`src/include/axi_fabric_settings.svh`:
```
`ifndef AXI_FABRIC_SETTINGS_SVH
`define AXI_FABRIC_SETTINGS_SVH

// request sources and memory banks
`define AXI_NUM_SI 4
`define AXI_NUM_MI 4

// the top two ID bits name the source, the rest is a free tag
`define AXI_ID_W       8
`define AXI_SRC_ID_LSB 6

`define AXI_ADDR_W 32
`define AXI_DATA_W 32

// bank select sits just above the 64-byte line offset
`define AXI_BANK_SEL_LSB 6

// storage per bank in words
`define AXI_BANK_WORDS 256

`endif

```
`src/source/axi_fabric_pkg.sv`:
```
`include "axi_fabric_settings.svh"

package axi_fabric_pkg;

   typedef logic [`AXI_ID_W-1:0]   axi_id_t;
   typedef logic [`AXI_ADDR_W-1:0] axi_addr_t;
   typedef logic [`AXI_DATA_W-1:0] axi_data_t;
   // beats minus one
   typedef logic [7:0]             axi_len_t;
   typedef logic [2:0]             axi_size_t;

   typedef enum logic [1:0] {
      OKAY   = 2'b00,
      SLVERR = 2'b10
   } axi_resp_e;

   typedef struct packed {
      axi_id_t   id;
      axi_addr_t addr;
      axi_len_t  len;
      axi_size_t size;
   } axi_aw_t;

   typedef struct packed {
      axi_id_t   id;
      axi_data_t data;
      logic      last;
   } axi_w_t;

   typedef struct packed {
      axi_id_t   id;
      axi_resp_e resp;
   } axi_b_t;

   typedef struct packed {
      axi_id_t   id;
      axi_addr_t addr;
      axi_len_t  len;
      axi_size_t size;
   } axi_ar_t;

   typedef struct packed {
      axi_id_t   id;
      axi_data_t data;
      axi_resp_e resp;
      logic      last;
   } axi_r_t;

   typedef enum logic [1:0] {
      IDLE,
      WRITE,
      WRESP,
      READ
   } bank_state_e;

endpackage

```
`src/source/rr_sched.sv`:
```
`timescale 1ns/1ps

module rr_sched #(
   parameter int IN_WIDTH  = 4,
   parameter int OUT_WIDTH = 2
) (
   input  logic                 clk,
   input  logic                 rstn,
   input  logic [IN_WIDTH-1:0]  in,
   input  logic                 advance,
   output logic [OUT_WIDTH-1:0] out
);

   logic [OUT_WIDTH-1:0] last_q;
   logic [OUT_WIDTH-1:0] cand;
   logic                 found;

   // search starts just after the last grant, so that one ends up lowest
   always_comb begin
      out   = last_q;
      found = 1'b0;
      cand  = last_q;
      for (int k = 1; k <= IN_WIDTH; k++) begin
         cand = OUT_WIDTH'((int'(last_q) + k) % IN_WIDTH);
         if (!found && in[cand]) begin
            out   = cand;
            found = 1'b1;
         end
      end
   end

   always_ff @(posedge clk) begin
      if (!rstn) begin
         last_q <= OUT_WIDTH'(IN_WIDTH - 1);
      end else if (advance) begin
         last_q <= out;
      end
   end

endmodule

```
`src/source/axi_xbar.sv`:
```
`timescale 1ns/1ps
`include "axi_fabric_settings.svh"

module axi_xbar import axi_fabric_pkg::*; #(
   parameter int NUM_SI = `AXI_NUM_SI,
   parameter int NUM_MI = `AXI_NUM_MI
) (
   input  logic                 clk,
   input  logic                 rstn,

   input  axi_aw_t [NUM_SI-1:0] s_aw,
   input  logic    [NUM_SI-1:0] s_awvalid,
   output logic    [NUM_SI-1:0] s_awready,
   input  axi_w_t  [NUM_SI-1:0] s_w,
   input  logic    [NUM_SI-1:0] s_wvalid,
   output logic    [NUM_SI-1:0] s_wready,
   output axi_b_t  [NUM_SI-1:0] s_b,
   output logic    [NUM_SI-1:0] s_bvalid,
   input  logic    [NUM_SI-1:0] s_bready,
   input  axi_ar_t [NUM_SI-1:0] s_ar,
   input  logic    [NUM_SI-1:0] s_arvalid,
   output logic    [NUM_SI-1:0] s_arready,
   output axi_r_t  [NUM_SI-1:0] s_r,
   output logic    [NUM_SI-1:0] s_rvalid,
   input  logic    [NUM_SI-1:0] s_rready,

   output axi_aw_t [NUM_MI-1:0] m_aw,
   output logic    [NUM_MI-1:0] m_awvalid,
   input  logic    [NUM_MI-1:0] m_awready,
   output axi_w_t  [NUM_MI-1:0] m_w,
   output logic    [NUM_MI-1:0] m_wvalid,
   input  logic    [NUM_MI-1:0] m_wready,
   input  axi_b_t  [NUM_MI-1:0] m_b,
   input  logic    [NUM_MI-1:0] m_bvalid,
   output logic    [NUM_MI-1:0] m_bready,
   output axi_ar_t [NUM_MI-1:0] m_ar,
   output logic    [NUM_MI-1:0] m_arvalid,
   input  logic    [NUM_MI-1:0] m_arready,
   input  axi_r_t  [NUM_MI-1:0] m_r,
   input  logic    [NUM_MI-1:0] m_rvalid,
   output logic    [NUM_MI-1:0] m_rready
);

   localparam int SI_IW    = (NUM_SI > 1) ? $clog2(NUM_SI) : 1;
   localparam int MI_IW    = (NUM_MI > 1) ? $clog2(NUM_MI) : 1;
   localparam int MI_BITS  = $clog2(NUM_MI);
   localparam int BANK_LSB = `AXI_BANK_SEL_LSB;

   typedef logic [SI_IW-1:0] si_idx_t;
   typedef logic [MI_IW-1:0] mi_idx_t;

   mi_idx_t [NUM_SI-1:0]             aw_bank;
   mi_idx_t [NUM_SI-1:0]             ar_bank;
   mi_idx_t [NUM_SI-1:0]             w_bank;
   logic    [NUM_SI-1:0]             src_busy;
   si_idx_t [NUM_MI-1:0]             aw_grant;
   si_idx_t [NUM_MI-1:0]             ar_grant;
   si_idx_t [NUM_MI-1:0]             w_src;
   logic    [NUM_MI-1:0][NUM_SI-1:0] aw_req;
   logic    [NUM_MI-1:0][NUM_SI-1:0] ar_req;
   logic    [NUM_MI-1:0]             aw_room;
   logic    [NUM_MI-1:0]             ar_room;
   logic    [NUM_MI-1:0]             w_room;
   logic    [NUM_MI-1:0]             aw_fire;
   logic    [NUM_MI-1:0]             ar_fire;
   logic    [NUM_MI-1:0]             w_fire;
   logic    [NUM_MI-1:0]             wip;
   axi_aw_t [NUM_MI-1:0]             aw_fwd;
   axi_ar_t [NUM_MI-1:0]             ar_fwd;
   si_idx_t [NUM_MI-1:0]             b_dst;
   si_idx_t [NUM_MI-1:0]             r_dst;
   mi_idx_t [NUM_SI-1:0]             b_grant;
   mi_idx_t [NUM_SI-1:0]             r_grant;
   logic    [NUM_SI-1:0][NUM_MI-1:0] b_req;
   logic    [NUM_SI-1:0][NUM_MI-1:0] r_req;
   logic    [NUM_SI-1:0]             b_room;
   logic    [NUM_SI-1:0]             r_room;
   logic    [NUM_SI-1:0]             b_fire;
   logic    [NUM_SI-1:0]             r_fire;

   function automatic mi_idx_t bank_of(axi_addr_t a);
      return mi_idx_t'((a >> BANK_LSB) & (NUM_MI - 1));
   endfunction

   // drop the select bits and close the gap so banks see a compact address
   function automatic axi_addr_t strip_bank(axi_addr_t a);
      return ((a >> (BANK_LSB + MI_BITS)) << BANK_LSB) | (a & axi_addr_t'((1 << BANK_LSB) - 1));
   endfunction

   function automatic si_idx_t src_of(axi_id_t id);
      return si_idx_t'((id >> `AXI_SRC_ID_LSB) & (NUM_SI - 1));
   endfunction

   // a source owing W beats somewhere may not open another write
   always_comb begin
      src_busy = '0;
      for (int k = 0; k < NUM_MI; k++) begin
         if (wip[k]) begin
            src_busy[w_src[k]] = 1'b1;
         end
      end
   end

   for (genvar i = 0; i < NUM_SI; i++) begin : g_src
      assign aw_bank[i] = bank_of(s_aw[i].addr);
      assign ar_bank[i] = bank_of(s_ar[i].addr);

      assign s_awready[i] = s_awvalid[i] & aw_room[aw_bank[i]] & !src_busy[i] &
                            (aw_grant[aw_bank[i]] == si_idx_t'(i));
      assign s_arready[i] = s_arvalid[i] & ar_room[ar_bank[i]] &
                            (ar_grant[ar_bank[i]] == si_idx_t'(i));
      assign s_wready[i]  = s_wvalid[i] & w_room[w_bank[i]] &
                            (w_src[w_bank[i]] == si_idx_t'(i));

      always_ff @(posedge clk) begin
         if (!rstn) begin
            w_bank[i] <= '0;
         end else if (s_awvalid[i] && s_awready[i]) begin
            w_bank[i] <= aw_bank[i];
         end
      end
   end

   for (genvar k = 0; k < NUM_MI; k++) begin : g_bank
      for (genvar i = 0; i < NUM_SI; i++) begin : g_req
         assign aw_req[k][i] = s_awvalid[i] & (aw_bank[i] == mi_idx_t'(k));
         assign ar_req[k][i] = s_arvalid[i] & (ar_bank[i] == mi_idx_t'(k));
      end

      assign aw_room[k] = (!m_awvalid[k] | m_awready[k]) & !wip[k];
      assign ar_room[k] = !m_arvalid[k] | m_arready[k];
      assign w_room[k]  = (!m_wvalid[k] | m_wready[k]) & wip[k];

      assign aw_fire[k] = s_awready[aw_grant[k]] & (aw_bank[aw_grant[k]] == mi_idx_t'(k));
      assign ar_fire[k] = s_arready[ar_grant[k]] & (ar_bank[ar_grant[k]] == mi_idx_t'(k));
      assign w_fire[k]  = s_wready[w_src[k]] & (w_bank[w_src[k]] == mi_idx_t'(k));

      always_comb begin
         aw_fwd[k]      = s_aw[aw_grant[k]];
         aw_fwd[k].addr = strip_bank(s_aw[aw_grant[k]].addr);
         ar_fwd[k]      = s_ar[ar_grant[k]];
         ar_fwd[k].addr = strip_bank(s_ar[ar_grant[k]].addr);
      end

      rr_sched #(.IN_WIDTH(NUM_SI), .OUT_WIDTH(SI_IW)) u_aw_sched (
         .clk     (clk),
         .rstn    (rstn),
         .in      (aw_req[k]),
         .advance (m_awvalid[k] & m_awready[k]),
         .out     (aw_grant[k])
      );

      rr_sched #(.IN_WIDTH(NUM_SI), .OUT_WIDTH(SI_IW)) u_ar_sched (
         .clk     (clk),
         .rstn    (rstn),
         .in      (ar_req[k]),
         .advance (m_arvalid[k] & m_arready[k]),
         .out     (ar_grant[k])
      );

      always_ff @(posedge clk) begin
         if (!rstn) begin
            m_awvalid[k] <= 1'b0;
            m_arvalid[k] <= 1'b0;
            m_wvalid[k]  <= 1'b0;
            wip[k]       <= 1'b0;
            w_src[k]     <= '0;
         end else begin
            if (aw_fire[k]) begin
               m_awvalid[k] <= 1'b1;
               w_src[k]     <= aw_grant[k];
            end else if (m_awready[k]) begin
               m_awvalid[k] <= 1'b0;
            end
            if (ar_fire[k]) begin
               m_arvalid[k] <= 1'b1;
            end else if (m_arready[k]) begin
               m_arvalid[k] <= 1'b0;
            end
            if (w_fire[k]) begin
               m_wvalid[k] <= 1'b1;
            end else if (m_wready[k]) begin
               m_wvalid[k] <= 1'b0;
            end
            // the bank stays closed to new writes until the burst's last beat passes
            if (aw_fire[k]) begin
               wip[k] <= 1'b1;
            end else if (w_fire[k] && s_w[w_src[k]].last) begin
               wip[k] <= 1'b0;
            end
         end
      end

      always_ff @(posedge clk) begin
         if (aw_fire[k]) begin
            m_aw[k] <= aw_fwd[k];
         end
         if (ar_fire[k]) begin
            m_ar[k] <= ar_fwd[k];
         end
         if (w_fire[k]) begin
            m_w[k] <= s_w[w_src[k]];
         end
      end

      // responses find their way home through the source field of the ID
      assign b_dst[k]    = src_of(m_b[k].id);
      assign r_dst[k]    = src_of(m_r[k].id);
      assign m_bready[k] = m_bvalid[k] & b_room[b_dst[k]] & (b_grant[b_dst[k]] == mi_idx_t'(k));
      assign m_rready[k] = m_rvalid[k] & r_room[r_dst[k]] & (r_grant[r_dst[k]] == mi_idx_t'(k));
   end

   for (genvar i = 0; i < NUM_SI; i++) begin : g_rsp
      for (genvar k = 0; k < NUM_MI; k++) begin : g_req
         assign b_req[i][k] = m_bvalid[k] & (b_dst[k] == si_idx_t'(i));
         assign r_req[i][k] = m_rvalid[k] & (r_dst[k] == si_idx_t'(i));
      end

      assign b_room[i] = !s_bvalid[i] | s_bready[i];
      assign r_room[i] = !s_rvalid[i] | s_rready[i];
      assign b_fire[i] = m_bready[b_grant[i]] & (b_dst[b_grant[i]] == si_idx_t'(i));
      assign r_fire[i] = m_rready[r_grant[i]] & (r_dst[r_grant[i]] == si_idx_t'(i));

      rr_sched #(.IN_WIDTH(NUM_MI), .OUT_WIDTH(MI_IW)) u_b_sched (
         .clk     (clk),
         .rstn    (rstn),
         .in      (b_req[i]),
         .advance (s_bvalid[i] & s_bready[i]),
         .out     (b_grant[i])
      );

      rr_sched #(.IN_WIDTH(NUM_MI), .OUT_WIDTH(MI_IW)) u_r_sched (
         .clk     (clk),
         .rstn    (rstn),
         .in      (r_req[i]),
         .advance (s_rvalid[i] & s_rready[i]),
         .out     (r_grant[i])
      );

      always_ff @(posedge clk) begin
         if (!rstn) begin
            s_bvalid[i] <= 1'b0;
            s_rvalid[i] <= 1'b0;
         end else begin
            if (b_fire[i]) begin
               s_bvalid[i] <= 1'b1;
            end else if (s_bready[i]) begin
               s_bvalid[i] <= 1'b0;
            end
            if (r_fire[i]) begin
               s_rvalid[i] <= 1'b1;
            end else if (s_rready[i]) begin
               s_rvalid[i] <= 1'b0;
            end
         end
      end

      always_ff @(posedge clk) begin
         if (b_fire[i]) begin
            s_b[i] <= m_b[b_grant[i]];
         end
         if (r_fire[i]) begin
            s_r[i] <= m_r[r_grant[i]];
         end
      end
   end

endmodule

```
`config.mk`:
```
export PLATFORM = sky130hd
export DESIGN_NAME = axi_xbar
export DESIGN_NICKNAME = d
export VERILOG_FILES = /design/src/source/axi_fabric_pkg.sv /design/src/source/rr_sched.sv /design/src/source/axi_xbar.sv
export VERILOG_INCLUDE_DIRS = /design/src /design/src/include
export SDC_FILE = /design/constraint.sdc
export NUM_CORES = 2
export LEC_CHECK = 0
export BUFFER_PORTS_ARGS = -buffer_cell sky130_fd_sc_hd__buf_2
export CAP_MARGIN = 20
export CORE_AREA = 4 4 637 639
export DETAILED_ROUTE_END_ITERATION = 8
export DIE_AREA = 0 0 641 643
export GPL_ROUTABILITY_DRIVEN = 0
export GPL_TIMING_DRIVEN = 0
export PLACE_DENSITY = 0.32
export REMOVE_ABC_BUFFERS = 1
export SETUP_SLACK_MARGIN = 0.15
export SYNTH_ARGS = -nofsm -noshare
export SYNTH_HDL_FRONTEND = slang
export SYNTH_SLANG_ARGS = --single-unit
export TNS_END_PERCENT = 10
```
`constraint.sdc`:
```
create_clock -name clk -period 10.2 [get_ports clk]
set_input_delay 1.02 -clock clk [delete_from_list [all_inputs] [get_ports clk]]
set_output_delay 1.02 -clock clk [all_outputs]
set_load 0.005 [all_outputs]
```
### Yosys cells after proc, flatten, opt, wreduce, memory -nomap -nowiden

Cells that the tools add are included.

| word-level totals | value |
|---|---|
| bits in writable memories | 0 |
| memories | 0 |
| bits of input ports | 826 |
| memory bits (read-only) | 0 |
| latch bits | 0 |
| flip-flop bits (word level) | 856 |

| operators by class | value |
|---|---|
| add/subtract/negate cells | 64 |
| equal/unequal tests | 78 |
| mux-type cells | 500 |
| order comparisons | 108 |
| multiply operators | 0 |
| reduce and logical (&&, ||, !) cells | 186 |
| shifts and indexed selects | 0 |
| bitwise gates (word level) | 183 |
| divide/modulo/power cells | 0 |

Operator list:

| cell | count |
|---|---|
| 51-bit binary-select mux with 2-bit select | 8 |
| 51-bit two-way mux | 8 |
| 43-bit binary-select mux with 2-bit select | 4 |
| 41-bit binary-select mux with 2-bit select | 4 |
| 2-bit by 3-bit less-than comparator with 1-bit output (second input constant) | 104 |
| 30-bit by 6-bit bitwise OR with 30-bit output | 8 |
| 1-bit binary-select mux with 2-bit select | 104 |
| 2-bit two-way mux | 104 |
| 1-bit two-way mux | 204 |
| 43-bit two-way mux | 4 |
| 41-bit two-way mux | 4 |
| 2-bit binary-select mux with 2-bit select | 40 |
| 1-bit bitwise AND | 152 |
| 2-bit equality test (second input constant) | 52 |
| 10-bit binary-select mux with 2-bit select | 4 |
| 1-bit logical NOT | 76 |
| 2-bit by 1-bit adder with 2-bit output (second input constant) | 32 |
| 2-bit adder (second input constant) | 32 |
| 1-bit logical AND | 60 |
| 2-bit by 1-bit equality test with 1-bit output (second input constant) | 26 |
| 2-bit logical NOT | 26 |
| 2-bit nonzero test | 24 |
| 10-bit two-way mux | 4 |
| 1-bit bitwise OR | 20 |
| other kinds (4) | 15 |

### Logic depth before layout (Yosys ltp)

| depth | value |
|---|---|
| depth after elaboration | 22 |
| mapped depth | 11 |

### By module

Synthesis repeated with hierarchy kept, for this count alone.

| unflattened totals | value |
|---|---|
| cell total of the unflattened synthesis | 2754 |
| area total of the unflattened synthesis | 48634.1 µm² |

Modules (own cells, without submodules):

| module | instances | cells each | area an instance (µm²) |
|---|---|---|---|
| axi_xbar | 1 | 2386 | 45851.5 |
| rr_sched | 16 | 23 | 173.9 |

### Worst setup path after synthesis

OpenSTA, ideal clock, no wires.

| path | value |
|---|---|
| path kind | input to register |
| start point | input s_ar[69] in the netlist's numbering |
| end point | register m_ar[102] in the netlist's numbering (enable) |
| data required time | 9606 ps |
| cell stages on the path | 9 |
| slack | 2039 ps |
| arrival time | 7567 ps |
| path buffers | 2 |
| path through | clkbuf_1 -> or3b_2 -> nor2_1 -> a21oi_1 -> o21a_1 -> buf_2 -> o32ai_1 -> a21oi_1 -> o41ai_1 |

| between the ends | value |
|---|---|
| word-level cells in the longest chain between the ends | 21 |
| elaborated cells between the ends (all ways) | 117 |

RTL lines:

| what | RTL line | source |
|---|---|---|
| from (decl) | axi_xbar.sv:20 | `input axi_ar_t [NUM_SI-1:0] s_ar,` |
| 2-bit by 1-bit equality test with 1-bit output (tied with other cells) | axi_xbar.sv:127 | `assign ar_req[k][i] = s_arvalid[i] & (ar_bank[i] == mi_idx_t'(k));` |
| 1-bit bitwise AND | axi_xbar.sv:127 |  |
| 1-bit binary-select mux with 2-bit select | rr_sched.sv:25 | `if (!found && in[cand]) begin` |
| 1-bit two-way mux (implied by the code) | rr_sched.sv:25 |  |
| 1-bit two-way mux | rr_sched.sv:25 |  |
| 1-bit logical NOT | rr_sched.sv:25 |  |
| 1-bit logical AND | rr_sched.sv:25 |  |
| 1-bit two-way mux | rr_sched.sv:25 |  |
| [6 not listed] | n/a |  |
| 2-bit binary-select mux with 2-bit select | axi_xbar.sv:111 | `(ar_grant[ar_bank[i]] == si_idx_t'(i));` |
| 2-bit two-way mux (implied by the code) | axi_xbar.sv:111 |  |
| 2-bit by 1-bit equality test with 1-bit output (tied with other cells) | axi_xbar.sv:111 |  |
| 1-bit bitwise AND | axi_xbar.sv:110 | `assign s_arready[i] = s_arvalid[i] & ar_room[ar_bank[i]] &` |
| 1-bit binary-select mux with 2-bit select | axi_xbar.sv:135 | `assign ar_fire[k] = s_arready[ar_grant[k]] & (ar_bank[ar_grant[k]] == mi_idx_t'(k));` |
| 1-bit two-way mux (implied by the code) | axi_xbar.sv:135 |  |
| 1-bit bitwise AND (*) | axi_xbar.sv:135 |  |
| net ar_fire[2] | axi_xbar.sv:65 | `logic [NUM_MI-1:0] ar_fire;` |
| to (signal, indexed assignment) | axi_xbar.sv:199 | `m_ar[k] <= ar_fwd[k];` |
| to (decl) | axi_xbar.sv:36 | `output axi_ar_t [NUM_MI-1:0] m_ar,` |

Mark *: on every way through the listed nets, which the timed path passes. The rest lies on a longest branch. The select of a mux whose other input is x is not followed.
A chain may end at the register's enable or synchronous reset.

### Worst setup path in the final report

| path | value |
|---|---|
| start point | input m_r[41] in the netlist's numbering |
| end point | output m_rready[2] |

| between the ends | value |
|---|---|
| word-level cells in the longest chain between the ends | 18 |
| elaborated cells between the ends (all ways) | 96 |

RTL lines:

| what | RTL line | source |
|---|---|---|
| from (decl) | axi_xbar.sv:39 | `input axi_r_t [NUM_MI-1:0] m_r,` |
| 2-bit by 1-bit equality test with 1-bit output (tied with other cells) | axi_xbar.sv:216 | `assign r_req[i][k] = m_rvalid[k] & (r_dst[k] == si_idx_t'(i));` |
| 1-bit bitwise AND | axi_xbar.sv:216 |  |
| 1-bit binary-select mux with 2-bit select | rr_sched.sv:25 |  |
| 1-bit two-way mux (implied by the code) | rr_sched.sv:25 |  |
| 1-bit two-way mux | rr_sched.sv:25 |  |
| 1-bit logical NOT | rr_sched.sv:25 |  |
| 1-bit logical AND | rr_sched.sv:25 |  |
| 1-bit two-way mux | rr_sched.sv:25 |  |
| [2 not listed] | n/a |  |
| 1-bit two-way mux | rr_sched.sv:25 |  |
| 1-bit logical NOT | rr_sched.sv:25 |  |
| 1-bit logical AND | rr_sched.sv:25 |  |
| 2-bit two-way mux | rr_sched.sv:25 |  |
| 2-bit binary-select mux with 2-bit select (*) | axi_xbar.sv:210 | `assign m_rready[k] = m_rvalid[k] & r_room[r_dst[k]] & (r_grant[r_dst[k]] == mi_idx_t'(k));` |
| 2-bit two-way mux (implied by the code) (*) | axi_xbar.sv:210 |  |
| 2-bit equality test (*) | axi_xbar.sv:210 |  |
| 1-bit bitwise AND (*) | axi_xbar.sv:210 |  |
| to (decl) | axi_xbar.sv:41 | `output logic [NUM_MI-1:0] m_rready` |

Mark *: on every way between the ends. The rest lies on a longest branch, timed or not. The select of a mux whose other input is x is not followed.

==> reports/qor.txt <==
CP Cell Sequence - buf_2 > and3b_1 > nor3b_1 > a21o_4 > buf_16 > nor2b_1 > o311ai_1 > inv_1 > buf_2
Drt total wl - 344,000 microns
Ys Warns - 0
Synth Register Bits - 840
Row count - 232
Filler cell count - 43,778
Critical path class - input port to output port
CP most frequent cell - buf_2
CP startpoint - m_r[41]
Worst Skew - 0.0534 ns
Avg Cell Area, Syn - 11.4 sq um
Leakage power - 27.5 nW
Core Region - 399,000 sq um
Predominant post-synthesis flop cell - edfxtp_1
Crit path to - m_rready[2]
Die area - 412,000 sq um
Number of flops mapped to enable cells by yosys - 768
Post-synth cell types - 98
Bufs and invs on worst path - 4
Global route overflow - 0
RSZ-0062 raised after global routing - false
Mapped Cells - 4,664
Share of power burned in combinational logic - 0.269
Power Total - 11.6 mW
Clock transition at the registers of the reported paths - 0.05 ns
Worst skew pair latency - 0.88 ns
Register area share after synthesis - 0.460
Status - completed
CTS tree - done
Fmax - 206 MHz
RR Startpoint - w_src[4]
CTS Root Cell - clkbuf_16
Die H - 643 microns
I/O Pins - 1,650
Setup Buffers After CTS - 0
IO Port Bufs - 1,633
Largest net degree at the start of global routing - 66
Final setup violation count - 0
Slowest stage delay, CP - 0.69 ns
Gr usage total - 0.159
Clock power share - 0.358
Sw frac - 0.333
Via-per-instance ratio - 4.25
Number of buffers created by CTS - 125
First-pass GRT wire length - 453,000 microns
Slew margin rel. - 0.285
Slew @ Worst Pin - 1.07 ns
Minimum clock period - 4.84 ns
Final Cycle Share - 0.475
Largest delay share family, worst path - compound AO/OA/AOI/OAI gates
Via count - 49,175
VDD IR max - 0.157 mV
Switching power total - 3.86 mW
Async set or reset register ratio after synthesis - 0
Netlist Area Pre-Place - 53,200 sq um
Setup TNS - 0 ns
WP data required - 9.18 ns
Antenna violations before repair - 309
Layout Area Growth over Synthesis - 37.5%
FF-to-FF End - m_aw[130]
WHS - 0.419 ns
Initial Utilization - 0.133
CP endpoint kind - output port
CTS HTree Levels - 3
Post-detail-place hpwl - 273,000 microns
Reg2reg path depth - 11
Max clock buf depth - 4
Post-cts gate resize count - 0
Maxcap violations - 0
Final hold vios - 0
Worst hold-check path type - input port to flop
Drt pass-1 iters - 8
Hold_buf cts - 0
Min-delay src - m_arready[3]
CP max FO - 44
R2R Setup Slk - 5.74 ns
Die Wd - 641 microns
Critical Path Stages - 9
Clock sinks - 840
Share of power burned in registers - 0.374
Pwr Density - 159 nW/um^2
Critical path launch point type - input port
ANT nets after route - 0
Crit-path slowest cell - o311ai_1
Data arrival, critical path - 3.82 ns
Layout cell share with drive strength beyond 1 - 0.413
Number of global-route vias before repair - 47,733
Violation count after the first detailed-route iteration - 3,525
Int Power - 7.76 mW
DRC - 0
Fin nets - 6,969
Fin. max-slew vios - 0
Avg WL per Cell - 29.7 microns
how the worst min path moves through the flow:
stage / end / cells past startpoint
floorplan: g_bank[0].u_ar_sched.last_q[0] / 2
global placement: g_bank[2].u_ar_sched.last_q[0] / 2
detailed placement: g_bank[3].u_ar_sched.last_q[0] / 2
CTS: g_bank[3].u_ar_sched.last_q[0] / 3
global route: g_bank[3].u_ar_sched.last_q[0] / 3
finish: g_bank[3].u_ar_sched.last_q[0] / 3
power groups by stage:
stage	clock (mW)	combinational (mW)	sequential (mW)
2_1_floorplan	0	1.52	4.44
3_3_place_gp	0	3.10	4.54
3_5_place_dp	0	3.17	4.42
4_1_cts	4.35	3.18	4.35
5_1_grt	4.46	3.36	4.37
6_report	4.16	3.12	4.34
routing by layer:
metal,part of all wire,global-route usage,vias up
met5,0.0024,0,-
met4,0.039,0.0550,126
met3,0.080,0.0487,802
met2,0.50,0.279,2159
met1,0.38,0.180,24892
li1,-,-,21196
worst register-to-register path, stage by stage, from the launching register on:
cell and delay (ns):
dfxtp_4 0.65, buf_16 0.32, nand2b_1 0.28, o21a_1 0.13, o211ai_1 0.16, or4_4 0.52, nor3_4 0.48, a22oi_1 0.25
a21boi_4 0.60, buf_12 0.27, buf_12 0.23, buf_12 0.22
final cells by class:
class | count | area, sq um | area share
multi-input cells | 3360 | 27200 | 0.371
inverters | 53 | 204 | 0.00279
flip-flops and latches | 840 | 24500 | 0.335
diodes | 80 | 200 | 0.00274
well taps | 5265 | 6590 | 0.0900
clock buffers | 156 | 3240 | 0.0443
clock inverters | 61 | 433 | 0.00592
repair buffers | 1763 | 10800 | 0.148
synth_stat cells (28+ instances only):
cell type,count,share of area
mux2i_1,304,0.057
and2_1,162,0.019
o21ai_0,136,0.013
nor2_1,241,0.017
nor4_1,28,0.0033
edfxtp_1,768,0.43
nor2b_1,50,0.0059
buf_2,82,0.0077
inv_1,52,0.0037
a211oi_1,192,0.027
dfxtp_1,72,0.027
nand2_1,670,0.047
nand3_1,59,0.0055
o211ai_1,40,0.0056
nand3b_1,35,0.0049
mux2_2,245,0.052
a21oi_1,237,0.022
a31oi_1,203,0.024
buf_1,49,0.0035
buf_4,29,0.0041
clkbuf_1,261,0.018
mux4_2,315,0.13
and3_1,64,0.0075
cells by family after synthesis:
logic type | count (synthesis) | share of synthesized area
compound gates | 996 | 0.122
buf+inv | 479 | 0.0384
simple gates | 1483 | 0.136
other cells | 1 | 0.0000705
flops | 840 | 0.460
mux | 865 | 0.243
state kept, by name, indices dropped and copies added (netlist names):
signal / count
g_rsp.u_r_sched.last_q: 8
m_w: 164
g_bank.u_aw_sched.last_q: 8
g_rsp.u_b_sched.last_q: 8
s_rvalid: 4
m_wvalid: 4
s_bvalid: 4
g_bank.u_ar_sched.last_q: 8
w_src: 8
m_awvalid: 4
wip: 4
m_aw: 196
s_r: 172
w_bank: 8
m_arvalid: 4
s_b: 40
m_ar: 196
cell usage in the layout (no fill, tap or decap), drive strengths merged, types with 193 or more instances in the layout:
cell type / count
a21oi: 238
a211oi: 193
edfxtp: 768
mux2i: 304
mux4: 315
nor2: 242
mux2: 246
a31oi: 203
buf: 1763
nand2: 670
stage by stage:
step                instances  area, sq um   util  worst slack, ns
floorplan                4253        51400      -            -1.74
global placement        11151        66200  0.166           -15.59
detailed placement      11279        69200  0.173             4.75
CTS                     11496        72900  0.183             5.20
global route            11541        73100  0.183             5.12
finish                  11578        73200  0.183             5.36
Power figures use the tool's default switching activity.
